<file path="src/include/obi_mem_cfg.svh">
// ----------------------------------------------------------------------
// OBI memory configuration
// Sizes shared by the memory controller, protocol monitor and CSR block
// ----------------------------------------------------------------------

`ifndef OBI_MEM_CFG_SVH
`define OBI_MEM_CFG_SVH

// Byte address width of the OBI request port
`define OBI_ADDR_WIDTH 32

// Number of 32-bit words held in the array
`define OBI_MEM_WORDS 256

// Width of the rotating grant stall pattern
`define OBI_STALL_WIDTH 8

`endif

</file>
<file path="src/hdl/obi_mem_pkg.sv">
// ----------------------------------------------------------------------
// OBI memory package
// Violation codes of the protocol monitor and CSR register addresses
// ----------------------------------------------------------------------

package obi_mem_pkg;

  // Violation codes, listed from highest to lowest priority
  // RULE_NONE means no rule was broken in the sampled cycle
  typedef enum logic [3:0] {
    RULE_NONE             = 4'd0,
    RULE_ADDR_UNSTABLE    = 4'd1,
    RULE_WE_UNSTABLE      = 4'd2,
    RULE_BE_UNSTABLE      = 4'd3,
    RULE_WDATA_UNSTABLE   = 4'd4,
    RULE_REQ_DROPPED      = 4'd5,
    RULE_BE_ZERO          = 4'd6,
    RULE_BE_GAP           = 4'd7,
    RULE_ADDR_BE_MISMATCH = 4'd8
  } obi_rule_e;

  // Configuration register map
  // The stall pattern is read/write, the two status registers are
  // cleared together by a write to the count register
  typedef enum logic [1:0] {
    CSR_STALL      = 2'd0,
    CSR_VIOL_COUNT = 2'd1,
    CSR_FIRST_VIOL = 2'd2
  } obi_csr_e;

endpackage

</file>
<file path="src/hdl/obi_protocol_monitor.sv">
// ----------------------------------------------------------------------
// OBI protocol monitor
// Checks the request side against the address phase rules and reports
// the highest priority broken rule as a one-cycle pulse with its code
// ----------------------------------------------------------------------

`timescale 1ns/1ps

`include "obi_mem_cfg.svh"

module obi_protocol_monitor (
  input  logic                       clk,
  input  logic                       reset_n,
  input  logic                       req,
  input  logic                       gnt,
  input  logic                       we,
  input  logic [`OBI_ADDR_WIDTH-1:0] addr,
  input  logic [3:0]                 be,
  input  logic [31:0]                wdata,
  output logic                       violation,
  output obi_mem_pkg::obi_rule_e     violation_code
);

  import obi_mem_pkg::*;

  // Index of the lowest enabled byte
  // An empty mask gives zero, so only a nonzero offset is flagged then
  function automatic logic [1:0] lowest_be(input logic [3:0] mask);
    casez (mask)
      4'b???1: return 2'd0;
      4'b??10: return 2'd1;
      4'b?100: return 2'd2;
      4'b1000: return 2'd3;
      default: return 2'd0;
    endcase
  endfunction

  // ------------------------------------------------------------------
  // Previous cycle sample
  // ------------------------------------------------------------------

  logic [`OBI_ADDR_WIDTH-1:0] addr_q;
  logic                       we_q;
  logic [3:0]                 be_q;
  logic [31:0]                wdata_q;
  // Set when the last cycle had a request that was not granted
  logic                       waiting_q;

  always_ff @(posedge clk or negedge reset_n) begin
    if (!reset_n) begin
      waiting_q <= 1'b0;
    end else begin
      waiting_q <= req && !gnt;
    end
  end

  always_ff @(posedge clk) begin
    addr_q  <= addr;
    we_q    <= we;
    be_q    <= be;
    wdata_q <= wdata;
  end

  // ------------------------------------------------------------------
  // Rule evaluation
  // ------------------------------------------------------------------

  logic       hold_chk;
  logic [4:0] be_fill;
  logic       be_gap;
  obi_rule_e  rule_next;

  // Stability is only judged while the request is still pending
  assign hold_chk = waiting_q && req;

  // Filling the trailing zeros and adding one clears a single run of ones,
  // so any bit left over in the AND marks a second run
  assign be_fill = ({1'b0, be} | ({1'b0, be} - 5'd1)) + 5'd1;
  assign be_gap  = |(be_fill & {1'b0, be});

  // Earlier branches win, matching the order of the code values
  always_comb begin
    rule_next = RULE_NONE;
    if (hold_chk && (addr != addr_q)) begin
      rule_next = RULE_ADDR_UNSTABLE;
    end else if (hold_chk && (we != we_q)) begin
      rule_next = RULE_WE_UNSTABLE;
    end else if (hold_chk && (be != be_q)) begin
      rule_next = RULE_BE_UNSTABLE;
    end else if (hold_chk && we_q && (wdata != wdata_q)) begin
      // Write data only carries meaning for a pending write
      rule_next = RULE_WDATA_UNSTABLE;
    end else if (waiting_q && !req) begin
      rule_next = RULE_REQ_DROPPED;
    end else if (req && we && (be == 4'b0000)) begin
      rule_next = RULE_BE_ZERO;
    end else if (req && we && be_gap) begin
      rule_next = RULE_BE_GAP;
    end else if (req && (addr[1:0] > lowest_be(be))) begin
      rule_next = RULE_ADDR_BE_MISMATCH;
    end
  end

  // ------------------------------------------------------------------
  // Registered report
  // ------------------------------------------------------------------

  always_ff @(posedge clk or negedge reset_n) begin
    if (!reset_n) begin
      violation      <= 1'b0;
      violation_code <= RULE_NONE;
    end else begin
      violation      <= (rule_next != RULE_NONE);
      violation_code <= rule_next;
    end
  end

  // A pulse needs a request or a pending request in the sampled cycle
  a_code_idle : assert property (
    @(posedge clk) disable iff (!reset_n)
    violation |-> $past(req || waiting_q)
  ) else $error("violation reported without any request activity");

endmodule

</file>
<file path="config.mk">
export PLATFORM = sky130hd
export DESIGN_NAME = obi_protocol_monitor
export DESIGN_NICKNAME = d
export VERILOG_FILES = /design/src/hdl/obi_mem_pkg.sv /design/src/hdl/obi_protocol_monitor.sv
export VERILOG_INCLUDE_DIRS = /design/src /design/src/include
export SDC_FILE = /design/constraint.sdc
export NUM_CORES = 1
export LEC_CHECK = 0
export BUFFER_PORTS_ARGS = -buffer_cell sky130_fd_sc_hd__buf_2
export CAP_MARGIN = 0
export CORE_UTILIZATION = 50
export CTS_CLUSTER_SIZE = 10
export DETAILED_ROUTE_END_ITERATION = 12
export PLACE_DENSITY = 0.78
export SYNTH_ARGS = -nofsm -noshare
export SYNTH_HDL_FRONTEND = slang
export SYNTH_SLANG_ARGS = --single-unit
</file>
<file path="constraint.sdc">
create_clock -name clk -period 4.96 [get_ports clk]
set_input_delay 0.248 -clock clk [delete_from_list [all_inputs] [get_ports clk]]
set_output_delay 0.248 -clock clk [all_outputs]
set_load 0.01 [all_outputs]
</file>
==> summary.md, run 1 <==
| Metric | Value |
|---|---|
| Part of the Yosys area used for sequential elements | `59.7%` |
| Vias in the first global route | `approximately 1,700` |
| Lkg Pwr | `approximately 0.0015 uW` |
| Detailed-placement wirelength estimate | `around 3300 um` |
| Slew @ Worst Pin | `around 420 ps` |
| Initial Utilization | `between 50% and 60%` |
| Post-synth EDFFs | `0` |
| Root Buffer Master | `clkbuf_8` |
| Min cycle time layout | `a little under 2000 ps` |
| Yosys top cell by area | `dfxtp_1` |
| CP endpoint kind | `register` |
| Tot GR Track Use | `18.0%` |
| Worst hold margin | `25.4 ps` |
| Clock buffer depth | `2` |
| Total of warnings raised by yosys | `0` |
| Slew headroom | `between 70% and 80%` |
| Htree depth | `3` |
| Vias | `~1,800` |
| Period utilisation layout | `between 30% and 40%` |
| Synthesized area per cell | `12.2 um^2` |
| Crit path max fanout | `3` |
| Distinct cells, synth | `31` |
| Pin count of the biggest net entering global routing | `12` |
| FFs w/ async S/R, synth | `roughly 8.0%` |
| Core Area | `approximately 4800 um^2` |
| Share of cells above drive strength 1 | `a little over 30%` |
| Cell count after synthesis | `~210` |
| Pwr dens | `about 370 nW/um^2` |
| Antenna violations before repair | `0` |
| Vias per inst | `between 4 and 5` |
| Hold Vio Cnt, Final | `0` |
| RSZ-0062 raised after global routing | `false` |
| Routed length per instance | `11.6 um` |
| Fin. max-slew vios | `0` |
| Most common cell in the netlist | `dfxtp_1` |
| Main synth FF type | `dfxtp_1` |
| Starting DRT DRC Count | `32` |
| Overall routed net length | `between 4000 and 5000 um` |
| Worst-path clk slew | `around 70 ps` |
| Startpoint types | `register` |
| VDD IR max | `roughly 0.00023 V` |
| Layout net count | `between 300 and 400` |
| Largest cells by area after synthesis | `dfxtp_1 (54%), xor2_1 (22%), dfrtp_1 (5.9%)` |
| I/O Buffers | `between 70 and 80` |
| Final Setup Violations | `0` |
| Setup Crit Path Kind | `register to register` |
| Setup TNS | `0 ps` |
| Status | `finished, final reports clean` |
| Max-cap violations | `0` |
| First-pass GRT wire length | `just over 7000 um` |
| Synthesized area | `2570 um^2` |
| Post-synth top cells | `dfxtp_1 (69), xor2_1 (65), nor4_1 (13)` |
| Die width | `about 74 um` |
| ANT nets after route | `0` |
| Pre-Repair DR Iteration Count | `4` |
| WP data required | `~5200 ps` |
| Residual DRC | `0` |
| Cts bufs inserted | `9` |
| Skew-Pair Late Insertion Delay | `340 ps` |
| Row cnt | `25` |
| CP cell instances | `xor2_1 > nor4_1 > nand4_1 > o211a_1 > or4b_1` |
| Final Power | `approximately 1200 uW` |
| I/O pin total | `78` |
| Area Growth Syn to Fin | `25.8%` |
| Layout Skew | `9.20 ps` |
| CP Data Arrival Time | `about 2200 ps` |
| CTS sink count | `between 70 and 80` |
| Die Footprint | `between 5000 and 6000 um^2` |
| Syn_nets | `around 290` |
| Yosys reg bits | `75` |
| Antenna cells | `0` |
| Fmax | `just over 500 MHz` |
| CP max-delay cell | `or4b_1` |
| Gpl congestion | `between 0.8 and 0.9` |
| GRT overflow | `0` |
| Worst min path class | `input port to register` |
| Share of the synthesized area in the top cell type | `between 50% and 60%` |
| CTS tree | `yes` |
| Die Ht | `approximately 74 um` |
| Slowest stage delay, CP | `~540 ps` |
## worst max-delay path: cells and delay by family, from the launching register on
family | cells | cell delay [ps]
AO/OA/AOI/OAI | 1 | 300
XOR/XNOR | 1 | 150
flip-flops | 1 | 310
AND/OR/NAND/NOR | 3 | 1080
## state kept, by name (all words and copies together), names as in the netlist
signal and cells:
addr_q 32, be_q 4, violation 1, violation_code 4
waiting_q 1, wdata_q 32, we_q 1
## path summary, 6_finish.rpt
path | to | start | slack, ps | cells after the start
min in group asynchronous | violation_code[0]$_DFF_PN0_ | reset_n | 260 | 2
worst max-delay path | violation$_DFF_PN0_ | wdata_q[24]$_DFF_P_ | 2990 | 5
max in group asynchronous | violation$_DFF_PN0_ | reset_n | 4550 | 2
worst min register to register | violation_code[2]$_DFF_PN0_ | we_q$_DFF_P_ | 630 | 2
worst min-delay path | addr_q[7]$_DFF_P_ | addr[7] | 30 | 1
worst max register to register | violation$_DFF_PN0_ | wdata_q[24]$_DFF_P_ | 2990 | 5
## layout make-up
class / instances / area (um^2)
inverters: 7 / 26.3
repair buffers: 78 / 395
flip-flops and latches: 75 / 1530
clock buffers: 14 / 153
fillers: 421 / 1590
well taps: 67 / 83.8
clock inverters: 2 / 35.0
multi-input cells: 128 / 1000
## stage by stage
step	cell area [um^2]	cells	utilization, %	setup slack (ps)
floorplan	2570	211	-	3260
global placement	3030	354	62.9	2970
detailed placement	3030	354	62.9	2930
CTS	3230	371	67.0	2960
global route	3230	371	67.0	2830
finish	3230	371	67.0	2990
## kinds of logic after synthesis
| kind of cell | synth area share, % |
|---|---|
| buf+inv | 1.22 |
| flops | 59.7 |
| compound gates | 4.83 |
| simple gates | 9.75 |
| fa+ha+maj | 0.975 |
| xor+xnor | 23.5 |
## timing repair
item | 4_1_cts | 5_1_grt
buffers inserted | 0 | 0
gates resized for setup | 0 | 0
hold buffers | 1 | 0
hold endpoints to repair | 6 | 0
## layout by cell type, fill, tap and decap left out, drive strengths merged
cell type / instances
o311a: 1
nor3: 2
nand4: 6
clkbuf: 14
a21oi: 5
inv: 7
o211a: 1
nand2: 3
ha: 2
nor2b: 1
buf: 77
nor2: 5
dfrtp: 6
or4b: 2
clkinv: 1
a211o: 1
o31ai: 1
a32oi: 1
nor4b: 1
dfxtp: 69
o211ai: 1
nand3: 1
a221oi: 1
o32ai: 1
xnor2: 4
o21ai: 4
a2111oi: 1
or4: 1
dlygate4sd3: 1
or3: 1
xor2: 65
bufinv: 1
nor4: 16
## where the power goes
part           switching (uW)  internal (uW)  total (uW)  leakage, uW
registers                13.8            637         651     0.000658
logic                    55.0           58.0         113     0.000719
clock network             198            246         445    0.0000947
total                     267            942        1210      0.00147
## metal layers
layer | vias up | global-route usage [%] | share of wire, %
li1 | 905 | - | -
met1 | 793 | 20.0 | 43
met2 | 58 | 29.0 | 48
met3 | 9 | 8.09 | 7.5
met4 | 0 | 9.62 | 1.9
met5 | - | 0 | 0
No activity file was read; power rests on OpenSTA's default activity.
==> inputs of run 2 (changes only) <==
Settings changed: CORE_UTILIZATION 50 to 45, PLACE_DENSITY 0.78 to 0.74.
Clock period 4.96 ns to 1.71 ns, I/O delays scaled along.
==> summary.md, run 2 (synthesis gave the netlist of run 1 again) <==
| Metric | Value |
|---|---|
| ANT nets after route | `0` |
| Cts bufs inserted | `9` |
| CTS sink count | `75` |
| CP Data Arrival Time | `2100 ps` |
| Antenna cells | `0` |
| Failing checks | `negative setup slack` |
| Most common library cell in the layout ignoring fill and taps | `buf_2` |
| CP cell instances | `xor2_1 > nor4_2 > nand4_1 > or4_1 > a32oi_1` |
| Routed length per instance | `~13 um` |
| Residual DRC | `0` |
| Internal power | `~3100 uW` |
| Most frequent cells in the layout | `buf_2 (77), dlygate4sd3_1 (71), dfxtp_1 (68), xor2_1 (65)` |
| Pre-Repair DR Iteration Count | `4` |
| Slowest stage delay, CP | `about 550 ps` |
| Comb pwr share | `about an eighth` |
| Crit path max fanout | `3` |
| Skew-Pair Late Insertion Delay | `about 340 ps` |
| Final Setup Violations | `2` |
| Net Sw Frac | `22.7%` |
| Status | `complete, but fails checks` |
| Reg2reg setup slack | `-140 ps` |
| Clock buffer depth | `2` |
| Area Growth Syn to Fin | `62.0%` |
| I/O pin total | `approximately 80` |
| Core Area | `5510 um^2` |
| Antenna violations before repair | `0` |
| Hold Vio Cnt, Final | `0` |
| FILL cells | `371` |
| Min cycle time layout | `~1800 ps` |
| CP max-delay cell | `or4_1` |
| Die width | `between 70 and 80 um` |
| Die Ht | `between 70 and 80 um` |
| WP data required | `about 2000 ps` |
| Period utilisation layout | `108%` |
| RSZ-0062 raised after global routing | `true` |
| Vias per inst | `roughly 4.6` |
| Setup crit end | `violation_code[2]$_DFF_PN0_` |
| Reg2reg end | `violation_code[2]$_DFF_PN0_` |
| CTS tree | `yes` |
| Setup TNS | `-275 ps` |
| Detailed-placement wirelength estimate | `between 3000 and 4000 um` |
| Layout net count | `between 400 and 500` |
| Starting DRT DRC Count | `70` |
| Overall routed net length | `6030 um` |
| Share of cells above drive strength 1 | `between 30 and 40%` |
| Sequential Power Share | `between 40% and 50%` |
| Row cnt | `27` |
| Gpl congestion | `~0.86` |
| Worst hold margin | `a little under 90 ps` |
| Worst min path class | `input port to register` |
| Max-cap violations | `0` |
| Final Power | `approximately 4000 uW` |
| Critical Path Start | `addr_q[24]$_DFF_P_` |
| CP endpoint kind | `register` |
| PnR worst setup slack | `-138 ps` |
| Switch Pwr | `about 910 uW` |
| Vias in the first global route | `approximately 2,300` |
| Setup Crit Path Kind | `register to register` |
| Slew @ Worst Pin | `around 420 ps` |
| VDD IR max | `around 0.00085 V` |
| I/O Buffers | `77` |
| Fin. max-slew vios | `0` |
| Biggest regs | `addr_q (32), wdata_q (32)` |
| Pwr dens | `963 nW/um^2` |
| Setup Fix Bufs, Post-CTS | `0` |
| Clock power share | `around 40%` |
| R2R depth | `5` |
| Vias | `approximately 2,100` |
| Worst-path clk slew | `approximately 80 ps` |
| Fmax | `approximately 540 MHz` |
| Root Buffer Master | `clkbuf_8` |
| First-pass GRT wire length | `9910 um` |
| Htree depth | `3` |
| Startpoint types | `register` |
| Initial Utilization | `between 40% and 50%` |
| Layout Skew | `between 7 and 8 ps` |
| Die Footprint | `6010 um^2` |
| Finished Core Util | `around 76%` |
| Lkg Pwr | `around 0.0019 uW` |
| Pin count of the biggest net entering global routing | `14` |
| Worst r2r src | `addr_q[24]$_DFF_P_` |
| GRT overflow | `0` |
| Tot GR Track Use | `21.6%` |
| Hold Path Origin | `req` |
| Slew headroom | `between 70% and 80%` |
[run 2: cell count changes in the layout (fill, tap and decap cells not counted), sizes merged]
cell | before | now
dlygate4sd3 | 1 | 71
buf | 77 | 87
clkbuf | 14 | 11
bufinv | 1 | 2
clkinvlp | 0 | 1
inv | 7 | 8
[run 2: power by group through the flow]
stage,Sequential (uW),Clock (uW),Combinational (uW)
after floorplan,1930,0,165
after global placement,1930,0,340
after detailed placement,1930,0,347
after CTS,1890,1630,483
after global routing,1900,1700,561
final,1890,1600,511
[run 2: metrics by stage]
step / cell area (um^2) / setup WS (ps) / cells
after global routing: 4160 / -248 / 456
after detailed placement: 3110 / -144 / 369
after global placement: 3110 / -143 / 369
final: 4160 / -138 / 456
after CTS: 4110 / -105 / 456
after floorplan: 2570 / 7.16 / 211
[run 2: layout make-up]
class | count | area, um^2 | share of cell area (%)
Clock buffer | 11 | 163 | 3.91
Inverter | 7 | 26.3 | 0.632
Multi-Input combinational cell | 128 | 1090 | 26.3
Sequential cell | 75 | 1530 | 36.9
Tap cell | 72 | 90.1 | 2.17
Clock inverter | 5 | 81.3 | 1.96
Timing Repair Buffer | 158 | 1170 | 28.2
[run 2: worst max-delay path: cells and delay by family (launching register included)]
family                    cells  cell delay (ps)
and+or+nand+nor               3             1110
DFF                           1              310
AOI/OAI and AO/OA             1              170
xor gates and xnor gates      1              160
[run 2: how the worst min path moves through the flow]
stage / slack (ps) / end / cells past startpoint
2_1_floorplan: -210 / violation$_DFF_PN0_ / 0
3_3_place_gp: -90 / violation_code[2]$_DFF_PN0_ / 1
3_5_place_dp: -90 / violation_code[2]$_DFF_PN0_ / 1
4_1_cts: 70 / violation_code[2]$_DFF_PN0_ / 3
5_1_grt: 110 / violation_code[2]$_DFF_PN0_ / 3
6_report: 90 / violation_code[2]$_DFF_PN0_ / 3
[run 2: per-layer routing]
layer  track usage [%]  part of all wire (%)
met5                 0                     0
met4              9.43                   1.6
met3              6.12                   4.8
met2              40.2                    53
met1              22.4                    40
[run 2: repair_timing]
item,in CTS,in global routing
hold buffers,71,0
pin swaps,12,7
resized for setup,8,8
endpoints found under the setup margin,4,5
endpoints found under the hold margin,76,0
