===== src/include/obi_mem_cfg.svh =====
// ----------------------------------------------------------------------
// OBI memory configuration
// Sizes shared by the memory controller, protocol monitor and CSR block
// ----------------------------------------------------------------------

`ifndef OBI_MEM_CFG_SVH
`define OBI_MEM_CFG_SVH

// Byte address width of the OBI request port
`define OBI_ADDR_WIDTH 32

// Number of 32-bit words held in the array
`define OBI_MEM_WORDS 256

// Width of the rotating grant stall pattern
`define OBI_STALL_WIDTH 8

`endif


===== src/hdl/obi_mem_pkg.sv =====
// ----------------------------------------------------------------------
// OBI memory package
// Violation codes of the protocol monitor and CSR register addresses
// ----------------------------------------------------------------------

package obi_mem_pkg;

  // Violation codes, listed from highest to lowest priority
  // RULE_NONE means no rule was broken in the sampled cycle
  typedef enum logic [3:0] {
    RULE_NONE             = 4'd0,
    RULE_ADDR_UNSTABLE    = 4'd1,
    RULE_WE_UNSTABLE      = 4'd2,
    RULE_BE_UNSTABLE      = 4'd3,
    RULE_WDATA_UNSTABLE   = 4'd4,
    RULE_REQ_DROPPED      = 4'd5,
    RULE_BE_ZERO          = 4'd6,
    RULE_BE_GAP           = 4'd7,
    RULE_ADDR_BE_MISMATCH = 4'd8
  } obi_rule_e;

  // Configuration register map
  // The stall pattern is read/write, the two status registers are
  // cleared together by a write to the count register
  typedef enum logic [1:0] {
    CSR_STALL      = 2'd0,
    CSR_VIOL_COUNT = 2'd1,
    CSR_FIRST_VIOL = 2'd2
  } obi_csr_e;

endpackage


===== src/hdl/obi_mem_csr.sv =====
// ----------------------------------------------------------------------
// OBI memory configuration and status registers
// Holds the grant stall pattern, a violation count and the first code
// ----------------------------------------------------------------------

`timescale 1ns/1ps

`include "obi_mem_cfg.svh"

module obi_mem_csr (
  input  logic                        clk,
  input  logic                        reset_n,
  input  logic                        cfg_sel,
  input  logic                        cfg_we,
  input  obi_mem_pkg::obi_csr_e       cfg_addr,
  input  logic [31:0]                 cfg_wdata,
  output logic [31:0]                 cfg_rdata,
  input  logic                        violation,
  input  obi_mem_pkg::obi_rule_e      violation_code,
  output logic [`OBI_STALL_WIDTH-1:0] stall_pattern
);

  import obi_mem_pkg::*;

  logic      wr_stall;
  logic      clr_count;
  logic [15:0] count_q;
  obi_rule_e first_q;

  assign wr_stall  = cfg_sel && cfg_we && (cfg_addr == CSR_STALL);
  // One write to the count register clears both status fields
  assign clr_count = cfg_sel && cfg_we && (cfg_addr == CSR_VIOL_COUNT);

  always_ff @(posedge clk or negedge reset_n) begin
    if (!reset_n) begin
      stall_pattern <= '0;
      count_q       <= 16'h0;
      first_q       <= RULE_NONE;
    end else begin
      if (wr_stall) begin
        stall_pattern <= cfg_wdata[`OBI_STALL_WIDTH-1:0];
      end
      // A clear wins over a violation reported on the same edge
      if (clr_count) begin
        count_q <= 16'h0;
        first_q <= RULE_NONE;
      end else if (violation) begin
        if (count_q != 16'hffff) begin
          count_q <= count_q + 16'h1;
        end
        if (first_q == RULE_NONE) begin
          first_q <= violation_code;
        end
      end
    end
  end

  // Read mux, bits beyond each field read as zero
  always_comb begin
    case (cfg_addr)
      CSR_STALL:      cfg_rdata = {{(32-`OBI_STALL_WIDTH){1'b0}}, stall_pattern};
      CSR_VIOL_COUNT: cfg_rdata = {16'h0, count_q};
      CSR_FIRST_VIOL: cfg_rdata = {28'h0, first_q};
      default:        cfg_rdata = 32'h0;
    endcase
  end

  // The counter only ever moves down through a clearing write
  a_count_monotonic : assert property (
    @(posedge clk) disable iff (!reset_n)
    !$past(clr_count) |-> (count_q >= $past(count_q))
  ) else $error("violation count decreased without a clear");

endmodule


===== config.mk =====
export PLATFORM = sky130hd
export DESIGN_NAME = obi_mem_csr
export DESIGN_NICKNAME = d
export VERILOG_FILES = /design/src/hdl/obi_mem_pkg.sv /design/src/hdl/obi_mem_csr.sv
export VERILOG_INCLUDE_DIRS = /design/src /design/src/include
export SDC_FILE = /design/constraint.sdc
export NUM_CORES = 1
export LEC_CHECK = 0
export BUFFER_PORTS_ARGS = -buffer_cell sky130_fd_sc_hd__buf_2
export CORE_MARGIN = 2
export CORE_UTILIZATION = 41
export DETAILED_ROUTE_END_ITERATION = 12
export MAX_ROUTING_LAYER = met4
export PLACE_DENSITY = 0.72
export RECOVER_POWER = 100
export SYNTH_ARGS = -nofsm -noshare
export SYNTH_HDL_FRONTEND = slang
export SYNTH_SLANG_ARGS = --single-unit

===== constraint.sdc =====
create_clock -name clk -period 1.6 [get_ports clk]
set_clock_uncertainty 0.05 [all_clocks]
set_input_delay 0.32 -clock clk [delete_from_list [all_inputs] [get_ports clk]]
set_output_delay 0.32 -clock clk [all_outputs]
set_load 0.05 [all_outputs]

==> metrics, run 1 <==
most common cell after layout, fill and taps aside buf_4; CP cell instances ha_4 -> nand3_2 -> or2_4 -> or4_4 -> a21oi_2; CTS tree built; Avg Cell Area, Syn roughly 9.4 um2; total global-route track usage 19.0%; Final period util 105%; Post-Route WL between 4 and 5 mm; RSZ-0062 raised after global routing true; total CTS buffers 3; Setup crit end kind flop; clock slew at reported path FFs about 0.1 ns; sequential-to-total area share from yosys stat around 41%; vias ~1.6k; post-place instance area around 0.0022 mm2; Ports between 80 and 90; Synth top area share 41.3%; Critical R2R Launch count_q[1]; Worst-Skew Late Latency between 0.2 and 0.3 ns; Max Buffers Root-to-Sink 2; routability cong. between 0.8 and 0.9; Iter 0 DRT Violations 81; Yosys Warn Count 0; R2R setup slack -0.08 ns; htree depth 1; Starting Density between 40% and 50%; Reg-to-Reg End count_q[8]; antenna-violating nets left 0; worst setup path end count_q[8]; Rows 23; Synth area leaders dfrtp_1, buf_4, mux2_2; final worst slack -0.0802 ns; mapped cell area 0.00170 mm2; post-synthesis instance total around 180; final instance area between 0.002 and 0.003 mm2; clock period minus worst slack between 1.5 and 2 ns; area of the core around 0.004 mm2; synthesized flop and latch total 28; most frequent cells in the layout buf_4, dfrtp_1, conb_1; CP peak stage delay between 0.4 and 0.5 ns; fin cells a little over 300; number of hold violations in the final report 0; die height just under 70 um; Pwr Total 2.79 mW; Unique masters post-synth 37; FMAX roughly 600 MHz; peak supply drop 0.000607 V; max-slew headroom at the worst pin 52.5%; Post-synth ARST share between 90% and 100%; measured slew at the worst slew-check pin a little over 0.7 ns; Power per Cell Area around 1100 mW/mm2; Worst Path Arrival ~1.8 ns; tightest hold margin between 0.02 and 0.03 ns; Post-synth EDFFs 0; grt total ovfl 0; WS Path Type reg2reg; max-cap violation count 0; setup TNS -0.316 ns; CP max FO 5; Worst Reg-to-Reg Cells 5; crit start category flop; Placed Cells ~300; initial antenna violation count 0; vias in the first global route 1478; P_leak roughly 1.2 nW; detailed placer's ending HPWL approximately 3.3 mm; Final nets 305; post-synth top area cell dfrtp_1; failing checks negative setup slack; # DRC 0; critical path launch point count_q[1]; Synth Flop Type dfrtp_1; Pre-antenna DRT Iters 4; Crit-path slowest cell or4_4; status complete, but fails checks; Die Area around 0.0047 mm2; Layout area overhead 50.0%; Buffers on Ports 42; Hold/Removal Path Class in2async; count of pins over their slew limit 0; setup violators final 8; chip width ~68 um; largest net degree at the start of global routing 29; CTS root buf clkbuf_8; Setup Slack @ Placement -0.186 ns; Antenna diodes 0; CTS Sinks 28; Core Util, Final 63.6%; wire length per cell approximately 14 um; vias per inst about 5; share of cells above drive strength 1 53.1%; Critical Path RT roughly 1.8 ns; first-pass GRT wire length 6.51 mm
## synthesized netlist by cell type, types with 2 or more instances
cell,n
dfrtp_1,28
a21oi_1,17
buf_4,16
nand2_1,10
nor2_1,10
and2_1,9
o21ai_0,9
mux2_2,8
mux2i_1,8
nand3_1,7
inv_1,6
nand4_1,6
xor2_1,5
or4_1,4
and3_1,3
buf_2,3
clkbuf_1,3
nor3_1,3
nor4_1,3
or3_1,3
a211oi_1,2
and4_1,2
o31ai_1,2
## kinds of logic (layout without fill, tap and decap cells)
logic type | Yosys count | in the layout | synth area share, %
AND/OR/NAND/NOR | 65 | 65 | 22.5
AO/OA/AOI/OAI | 35 | 35 | 11.9
buffers and inverters | 29 | 93 | 10.2
flip-flops | 28 | 28 | 41.3
multiplexers | 16 | 16 | 10.0
XOR/XNOR | 6 | 6 | 3.10
adder cells (fa/ha/maj) | 1 | 1 | 0.737
other | 1 | 16 | 0.221
## sequential cells by signal, summed over array words and instances (netlist names)
| register | flops |
|---|---|
| stall_pattern | 8 |
| first_q | 4 |
| count_q | 16 |
## report_power, final
part	internal, mW	switching [mW]	leakage (nW)
Combinational	0.453	0.744	0.795
Clock	0.335	0.234	0.0357
Sequential	0.863	0.160	0.361
## cell type report
cell class / instances / area (um2)
fillers: 325 / 1460
multi-input cells: 139 / 1090
flip-flops and latches: 28 / 701
repair buffers: 83 / 599
well taps: 50 / 62.6
clock buffers: 3 / 41.3
clock inverters: 1 / 30.0
inverters: 6 / 22.5
## timing repair
action | CTS | global route
pin swaps | 8 | 4
endpoints found under the setup margin | 24 | 27
buffers inserted | 3 | 2
endpoints found under the hold margin | 0 | 0
resized for setup | 23 | 39
hold buffers | 0 | 0
## critical path: cells and delay by family (launching register included)
family / cells / cell delay, ns
compound gates: 1 / 0.14
simple gates: 3 / 0.84
flops: 1 / 0.41
fa+ha+maj: 1 / 0.18
## layer usage
layer / GRT usage, % / share of wire [%] / vias up
met1: 22.8 / 44 / 764
met5: - / 0 / -
li1: - / - / 782
met4: 5.50 / 0.74 / 0
met2: 33.9 / 52 / 36
met3: 1.64 / 3.0 / 2
## how the worst min path moves through the flow
| stage | startpoint | end | slack (ns) | depth (start not counted) |
|---|---|---|---|---|
| floorplan | reset_n | count_q[0] | -0.03 | 0 |
| global placement | reset_n | count_q[12] | 0.33 | 1 |
| global route | reset_n | count_q[5] | 0.07 | 1 |
| detailed placement | reset_n | count_q[12] | 0.33 | 1 |
| finish | reset_n | count_q[11] | 0.03 | 1 |
| CTS | reset_n | count_q[5] | 0.02 | 1 |
(Power assumes the default switching activity.)
==> run 2, diff against run 1 <==
--- a/config.mk
+++ b/config.mk
@@ -6,12 +6,14 @@
 export SDC_FILE = /design/constraint.sdc
 export NUM_CORES = 1
 export LEC_CHECK = 0
+export ABC_AREA = 1
 export BUFFER_PORTS_ARGS = -buffer_cell sky130_fd_sc_hd__buf_2
 export CORE_MARGIN = 2
-export CORE_UTILIZATION = 41
+export CORE_UTILIZATION = 43
 export DETAILED_ROUTE_END_ITERATION = 12
+export GPL_TIMING_DRIVEN = 0
 export MAX_ROUTING_LAYER = met4
-export PLACE_DENSITY = 0.72
+export PLACE_DENSITY = 0.73
 export RECOVER_POWER = 100
 export SYNTH_ARGS = -nofsm -noshare
 export SYNTH_HDL_FRONTEND = slang
==> metrics, run 2 <==
Synth top cells by count nand2_1, dfrtp_1, nor2_1; grt total ovfl 0 (unchanged); final worst slack -0.000740 ns (+0.0795 ns); P_leak 1.28 nW (+7.7%); vias 1777 (+12%); Synth top area share 35.5% (-5.8 points); largest register by flop count count_q; most frequent cells in the layout nand2_1, buf_4, dfrtp_1; CTS tree built; most frequent cell after synthesis nand2_1; Worst-Skew Late Latency 0.29 ns (+0.02 ns); peak supply drop 0.000754 V (+24%); htree depth 1 (unchanged); clock period minus worst slack 1.60 ns (-0.0795 ns); Worst Reg-to-Reg Cells 9 (+4); Iter 0 DRT Violations 92 (+14%); fin cells 373 (+20%); count of pins over their slew limit 0 (unchanged); Critical Path RT 1.23 ns (-0.53 ns); number of hold violations in the final report 0 (unchanged); post-synthesis instance total 249 (+38%); Buffers on Ports 42 (unchanged); Post-synth ARST share 100% (unchanged); Reg-to-Reg End count_q[13]; crit start category flop; routability cong. 0.849 (-5.3%); synthesized flop and latch total 28 (unchanged); critical path launch point count_q[3]; Die Area 0.00515 mm2 (+10%); WS Path Type reg2out; worst setup path end cfg_rdata[3]; Crit-path slowest cell dfrtp_1; clock slew at reported path FFs 0.10 ns (about the same); setup TNS -0.000740 ns (+0.315 ns); wire length per cell 12.0 um (-17%); antenna-violating nets left 0 (unchanged); Unique masters post-synth 29 (-22%); total global-route track usage 18.8% (-0.22 points); Synth Flop Type dfrtp_1; max-slew headroom at the worst pin 52.3% (-0.27 points); vias in the first global route 1659 (+12%); share of cells above drive strength 1 42.1% (-11 points); FMAX 625 MHz (+5.0%); area of the core 0.00438 mm2 (+9.6%); failing checks negative setup slack; # hold bufs at CTS 0 (unchanged); first-pass GRT wire length 7.42 mm (+14%); Rows 24 (+4.3%); max-cap violation count 0 (unchanged); Yosys Warn Count 0 (unchanged); CTS Sinks 28 (unchanged); CTS root buf clkbuf_8; detailed placer's ending HPWL 3.31 mm (+0.95%); Pre-antenna DRT Iters 4 (unchanged); vias per inst 4.76 (-6.8%); total CTS buffers 3 (unchanged); top flop regs count_q (16), stall_pattern (8), first_q (4); Final period util 100% (-5.0 points); mapped cell area 0.00198 mm2 (+16%); Post-synth EDFFs 0 (unchanged); Synth area leaders dfrtp_1, nand2_1, buf_4; largest net degree at the start of global routing 29 (unchanged); Post-Route WL 4.48 mm (+0.25%); sequential-to-total area share from yosys stat 35.5% (-5.8 points); Critical R2R Launch count_q[0]; tightest hold margin 0.00938 ns (-0.0166 ns); # DRC 0 (unchanged); CP cell instances inv_2 -> o211ai_1 -> buf_4; CP max FO 5 (unchanged); Core Util, Final 59.2% (-4.4 points); R2R setup slack 0.05 ns (+0.13 ns); RSZ-0062 raised after global routing true; Placed Cells 358 (+19%); most common cell after layout, fill and taps aside nand2_1; Ports 83 (unchanged); Starting Density 45.1% (+2.6 points); Fill cells 403 (+24%); post-synth top area cell dfrtp_1; Final nets 366 (+20%); chip width 71.8 um (+5.0%); Avg Cell Area, Syn 7.93 um2 (-15%); Hold/Removal Path Class in2async; die height 71.8 um (+5.0%); Setup crit end kind primary output; status complete, but fails checks; Power per Cell Area 1040 mW/mm2 (-5.2%); max reg flops 16 (unchanged); initial antenna violation count 0 (unchanged); Antenna diodes 0 (unchanged); setup violators final 1 (-7); CP peak stage delay 0.44 ns (-0.05 ns); Max Buffers Root-to-Sink 2 (unchanged); Worst Path Arrival 1.23 ns (-0.61 ns); Layout area overhead 31.4%; measured slew at the worst slew-check pin 0.716 ns (+0.00398 ns)
## run 2: area by class of cell
cell class | count | area (um2) | area share, %
buffer | 22 | 204 | 7.86
sequential | 28 | 703 | 27.1
timing repair buffer | 53 | 375 | 14.5
tap | 52 | 65.1 | 2.51
inverter | 24 | 110 | 4.24
multi-input combinational | 190 | 1080 | 41.7
clock buffer | 4 | 55.1 | 2.12
## run 2: report_power, final
part / switching (mW) / leakage [nW] / internal (mW)
clock: 0.241 / 0.0288 / 0.222
combinational: 0.805 / 0.897 / 0.431
sequential: 0.133 / 0.358 / 0.865
## run 2: critical path, delay by kind of cell, from the launching register on
kind	cells	cell delay [ns]
flip-flops	1	0.44
AO/OA/AOI/OAI	1	0.18
buffers and inverters	2	0.32
## run 2: logic make-up after synthesis
logic type                 after synthesis  share of synthesized area, %
and+or+nand+nor                        127                          31.7
buffers and inverters                   46                          14.2
AOI/OAI and AO/OA                       38                          13.2
DFF                                     28                          35.5
muxes                                    8                          4.56
adders and majority gates                1                         0.633
other                                    1                         0.190
## run 2: repair_timing
item | 4_1_cts | 5_1_grt
setup endpoints to repair | 27 | 28
gates resized for setup | 7 | 29
cloned | 0 | 2
pin swaps | 2 | 9
setup buffers | 3 | 6
hold endpoints to repair | 0 | 0
## run 2: worst min-delay path by stage
| stage | end | startpoint | cells past startpoint | slack [ns] |
|---|---|---|---|---|
| CTS | stall_pattern[7] | reset_n | 1 | 0.02 |
| global route | stall_pattern[4] | reset_n | 1 | 0.08 |
| floorplan | count_q[0] | reset_n | 0 | -0.03 |
| global placement | stall_pattern[7] | reset_n | 1 | 0.34 |
| finish | stall_pattern[7] | reset_n | 1 | 0.009 |
| detailed placement | stall_pattern[7] | reset_n | 1 | 0.33 |
## run 2: per-layer routing
layer	share of wire [%]	GRT usage [%]	wire length [um]	up-vias
met1	45	23.3	2010	794
li1	-	-	-	923
met4	1.2	5.24	53	0
met3	4.8	2.25	213	5
met2	49	32.3	2200	55
met5	0	-	0	-
## run 2: through the flow
stage / cell area (um2) / total power [mW] / setup slack (ns)
after CTS: 2430 / 2.61 / -0.00167
after global placement: 2330 / 2.06 / -0.197
after floorplan: 2050 / 1.85 / -0.259
after detailed placement: 2330 / 2.09 / -0.200
final: 2600 / 2.70 / -0.000740
after global routing: 2600 / 2.84 / -0.0178
==> run 3, diff against run 2 <==
--- a/config.mk
+++ b/config.mk
@@ -6,14 +6,13 @@
 export SDC_FILE = /design/constraint.sdc
 export NUM_CORES = 1
 export LEC_CHECK = 0
-export ABC_AREA = 1
 export BUFFER_PORTS_ARGS = -buffer_cell sky130_fd_sc_hd__buf_2
 export CORE_MARGIN = 2
-export CORE_UTILIZATION = 43
+export CORE_UTILIZATION = 41
 export DETAILED_ROUTE_END_ITERATION = 12
 export GPL_TIMING_DRIVEN = 0
 export MAX_ROUTING_LAYER = met4
-export PLACE_DENSITY = 0.73
+export PLACE_DENSITY = 0.72
 export RECOVER_POWER = 100
 export SYNTH_ARGS = -nofsm -noshare
 export SYNTH_HDL_FRONTEND = slang
==> metrics, run 3 (synthesis results as in run 1) <==
status complete, but fails checks; failing checks negative setup slack; cell internal pwr 1.43 mW (-5.5%); setup violators final 16 (+15); wire length per cell 13.7 um (+14%); sequential power share 42.4% (+5.4 points); die height 68.3 um (-4.8%); area of the core 0.00400 mm2 (-8.8%); Iter 0 DRT Violations 104 (+13%); Pre-antenna DRT Iters 4 (unchanged); share of cells above drive strength 1 49.6% (+7.5 points); grt total ovfl 0 (unchanged); Core Util, Final 58.3% (-0.91 points); total global-route track usage 18.8% (about the same); most frequent cells in the layout buf_4, dfrtp_1, buf_2; Setup crit end kind flop; Worst Reg-to-Reg Cells 4 (-5); CTS tree built; setup TNS -0.558 ns (-0.557 ns); number of hold violations in the final report 0 (unchanged); Critical Path RT 1.76 ns (+0.53 ns); peak supply drop 0.000608 V (-19%); WS Path Type reg2reg; Sw Share 43.0% (-0.67 points); Buffers on Ports 40 (-4.8%); Worst-Skew Late Latency 0.28 ns (about the same); RSZ-0062 raised after global routing true; clock slew at reported path FFs 0.10 ns (about the same); Antenna diodes 0 (unchanged); P_leak 1.09 nW (-15%); Layout area overhead 37.5%; CTS Sinks 28 (unchanged); Worst Path Arrival 1.87 ns (+0.64 ns); Final period util 107% (+6.7 points); Rows 23 (-4.2%); max-slew headroom at the worst pin 52.5% (+0.22 points); antenna-violating nets left 0 (unchanged); largest net degree at the start of global routing 29 (unchanged); Final nets 292 (-20%); detailed placer's ending HPWL 2.98 mm (-9.9%); R2R setup slack -0.11 ns (-0.16 ns); htree depth 1 (unchanged); vias per inst 5.06 (+6.2%); Reg-to-Reg End count_q[10]; routability cong. 0.850 (about the same); Post-Route WL 4.05 mm (-9.6%); Max Buffers Root-to-Sink 2 (unchanged); FMAX 585 MHz (-6.3%); Setup Slack @ Placement -0.372 ns (-0.171 ns); Logic pwr share 42.2% (-3.7 points); initial antenna violation count 0 (unchanged); # DRC 0 (unchanged); CTS root buf clkbuf_8; vias in the first global route 1371 (-17%); chip width 68.3 um (-4.8%); final worst slack -0.109 ns (-0.108 ns); Critical R2R Launch count_q[2]; clock period minus worst slack 1.71 ns (+0.108 ns); max-cap violation count 0 (unchanged); Pwr Total 2.52 mW (-6.7%); count of pins over their slew limit 0 (unchanged); Starting Density 42.4% (-2.6 points); Hold/Removal Path Class in2async; Power per Cell Area 1080 mW/mm2 (+3.9%); Ports 83 (unchanged); CP max FO 8 (+3); Die Area 0.00467 mm2 (-9.4%); crit start category flop; first-pass GRT wire length 6.38 mm (-14%); NetSw 1.08 mW (-8.1%); most common cell after layout, fill and taps aside buf_4; max reg flops 16 (unchanged); vias 1498 (-16%); largest register by flop count count_q; Clock power frac 15.3% (-1.8 points); top flop regs count_q (16), stall_pattern (8), first_q (4); total CTS buffers 3 (unchanged); measured slew at the worst slew-check pin 0.713 ns (-0.00327 ns)
-- run 3: cell count changes in the layout (fill, tap and decap cells not counted), moves of 5 or more --
cell | before | now
buf_6 | 1 | 9
mux2i_1 | 0 | 7
o21ai_2 | 14 | 1
xor2_1 | 0 | 5
nor2_4 | 5 | 0
inv_1 | 19 | 6
nand2_1 | 51 | 8
nor2_1 | 25 | 6
buf_8 | 5 | 0
nand3_1 | 17 | 4
nand2_2 | 15 | 2
and2_2 | 0 | 6
-- run 3: metrics by stage --
step           hold WS, ns  instance area (um2)  instances
2_1_floorplan      -0.0256                 1830        196
6_report            0.0223                 2330        296
4_1_cts             0.0284                 2280        294
5_1_grt             0.0785                 2330        296
3_3_place_gp         0.333                 2090        286
3_5_place_dp         0.333                 2090        286
-- run 3: routing by layer --
metal  up-vias  global-route usage (%)  routed length (um)
li1        753                       -                   -
met1       703                    23.1                1820
met2        37                    32.2                2000
met3         5                    2.30                 185
met4         0                    6.00                  48
met5         -                       -                   0
-- run 3: worst max-delay path by stage --
stage,startpoint,end,slack [ns]
detailed placement,cfg_addr[0],cfg_rdata[3],-0.37
floorplan,count_q[1],count_q[10],-0.01
CTS,count_q[2],count_q[10],-0.10
global placement,cfg_addr[0],cfg_rdata[2],-0.37
global route,count_q[0],count_q[10],-0.17
finish,count_q[2],count_q[10],-0.11
-- run 3: critical path, cell delays in order (launching register included) --
cell	delay, ns
dfrtp_2	0.46
nand4_4	0.18
or2_4	0.33
or4_1	0.47
a21oi_1	0.15
-- run 3: cell type report --
class	count	area [um2]
Timing Repair Buffer	49	324
Buffer	21	158
Multi-Input combinational cell	139	1020
Clock buffer	3	41.3
Sequential cell	28	708
Fill cell	365	1670
Inverter	6	22.5
Tap cell	50	62.6
-- run 3: power groups by stage --
stage / clock, mW / sequential [mW] / combinational [mW]
after floorplan: 0 / 1.18 / 0.611
after CTS: 0.394 / 1.06 / 1.03
after global routing: 0.426 / 1.09 / 1.13
after detailed placement: 0 / 1.07 / 0.946
after global placement: 0 / 1.06 / 0.931
final: 0.386 / 1.07 / 1.06
-- run 3: what timing repair did --
action	in CTS	in global routing
hold buffers	0	0
resized for setup	31	20
buffers inserted	8	3
endpoints found under the setup margin	31	32
pin swaps	4	1
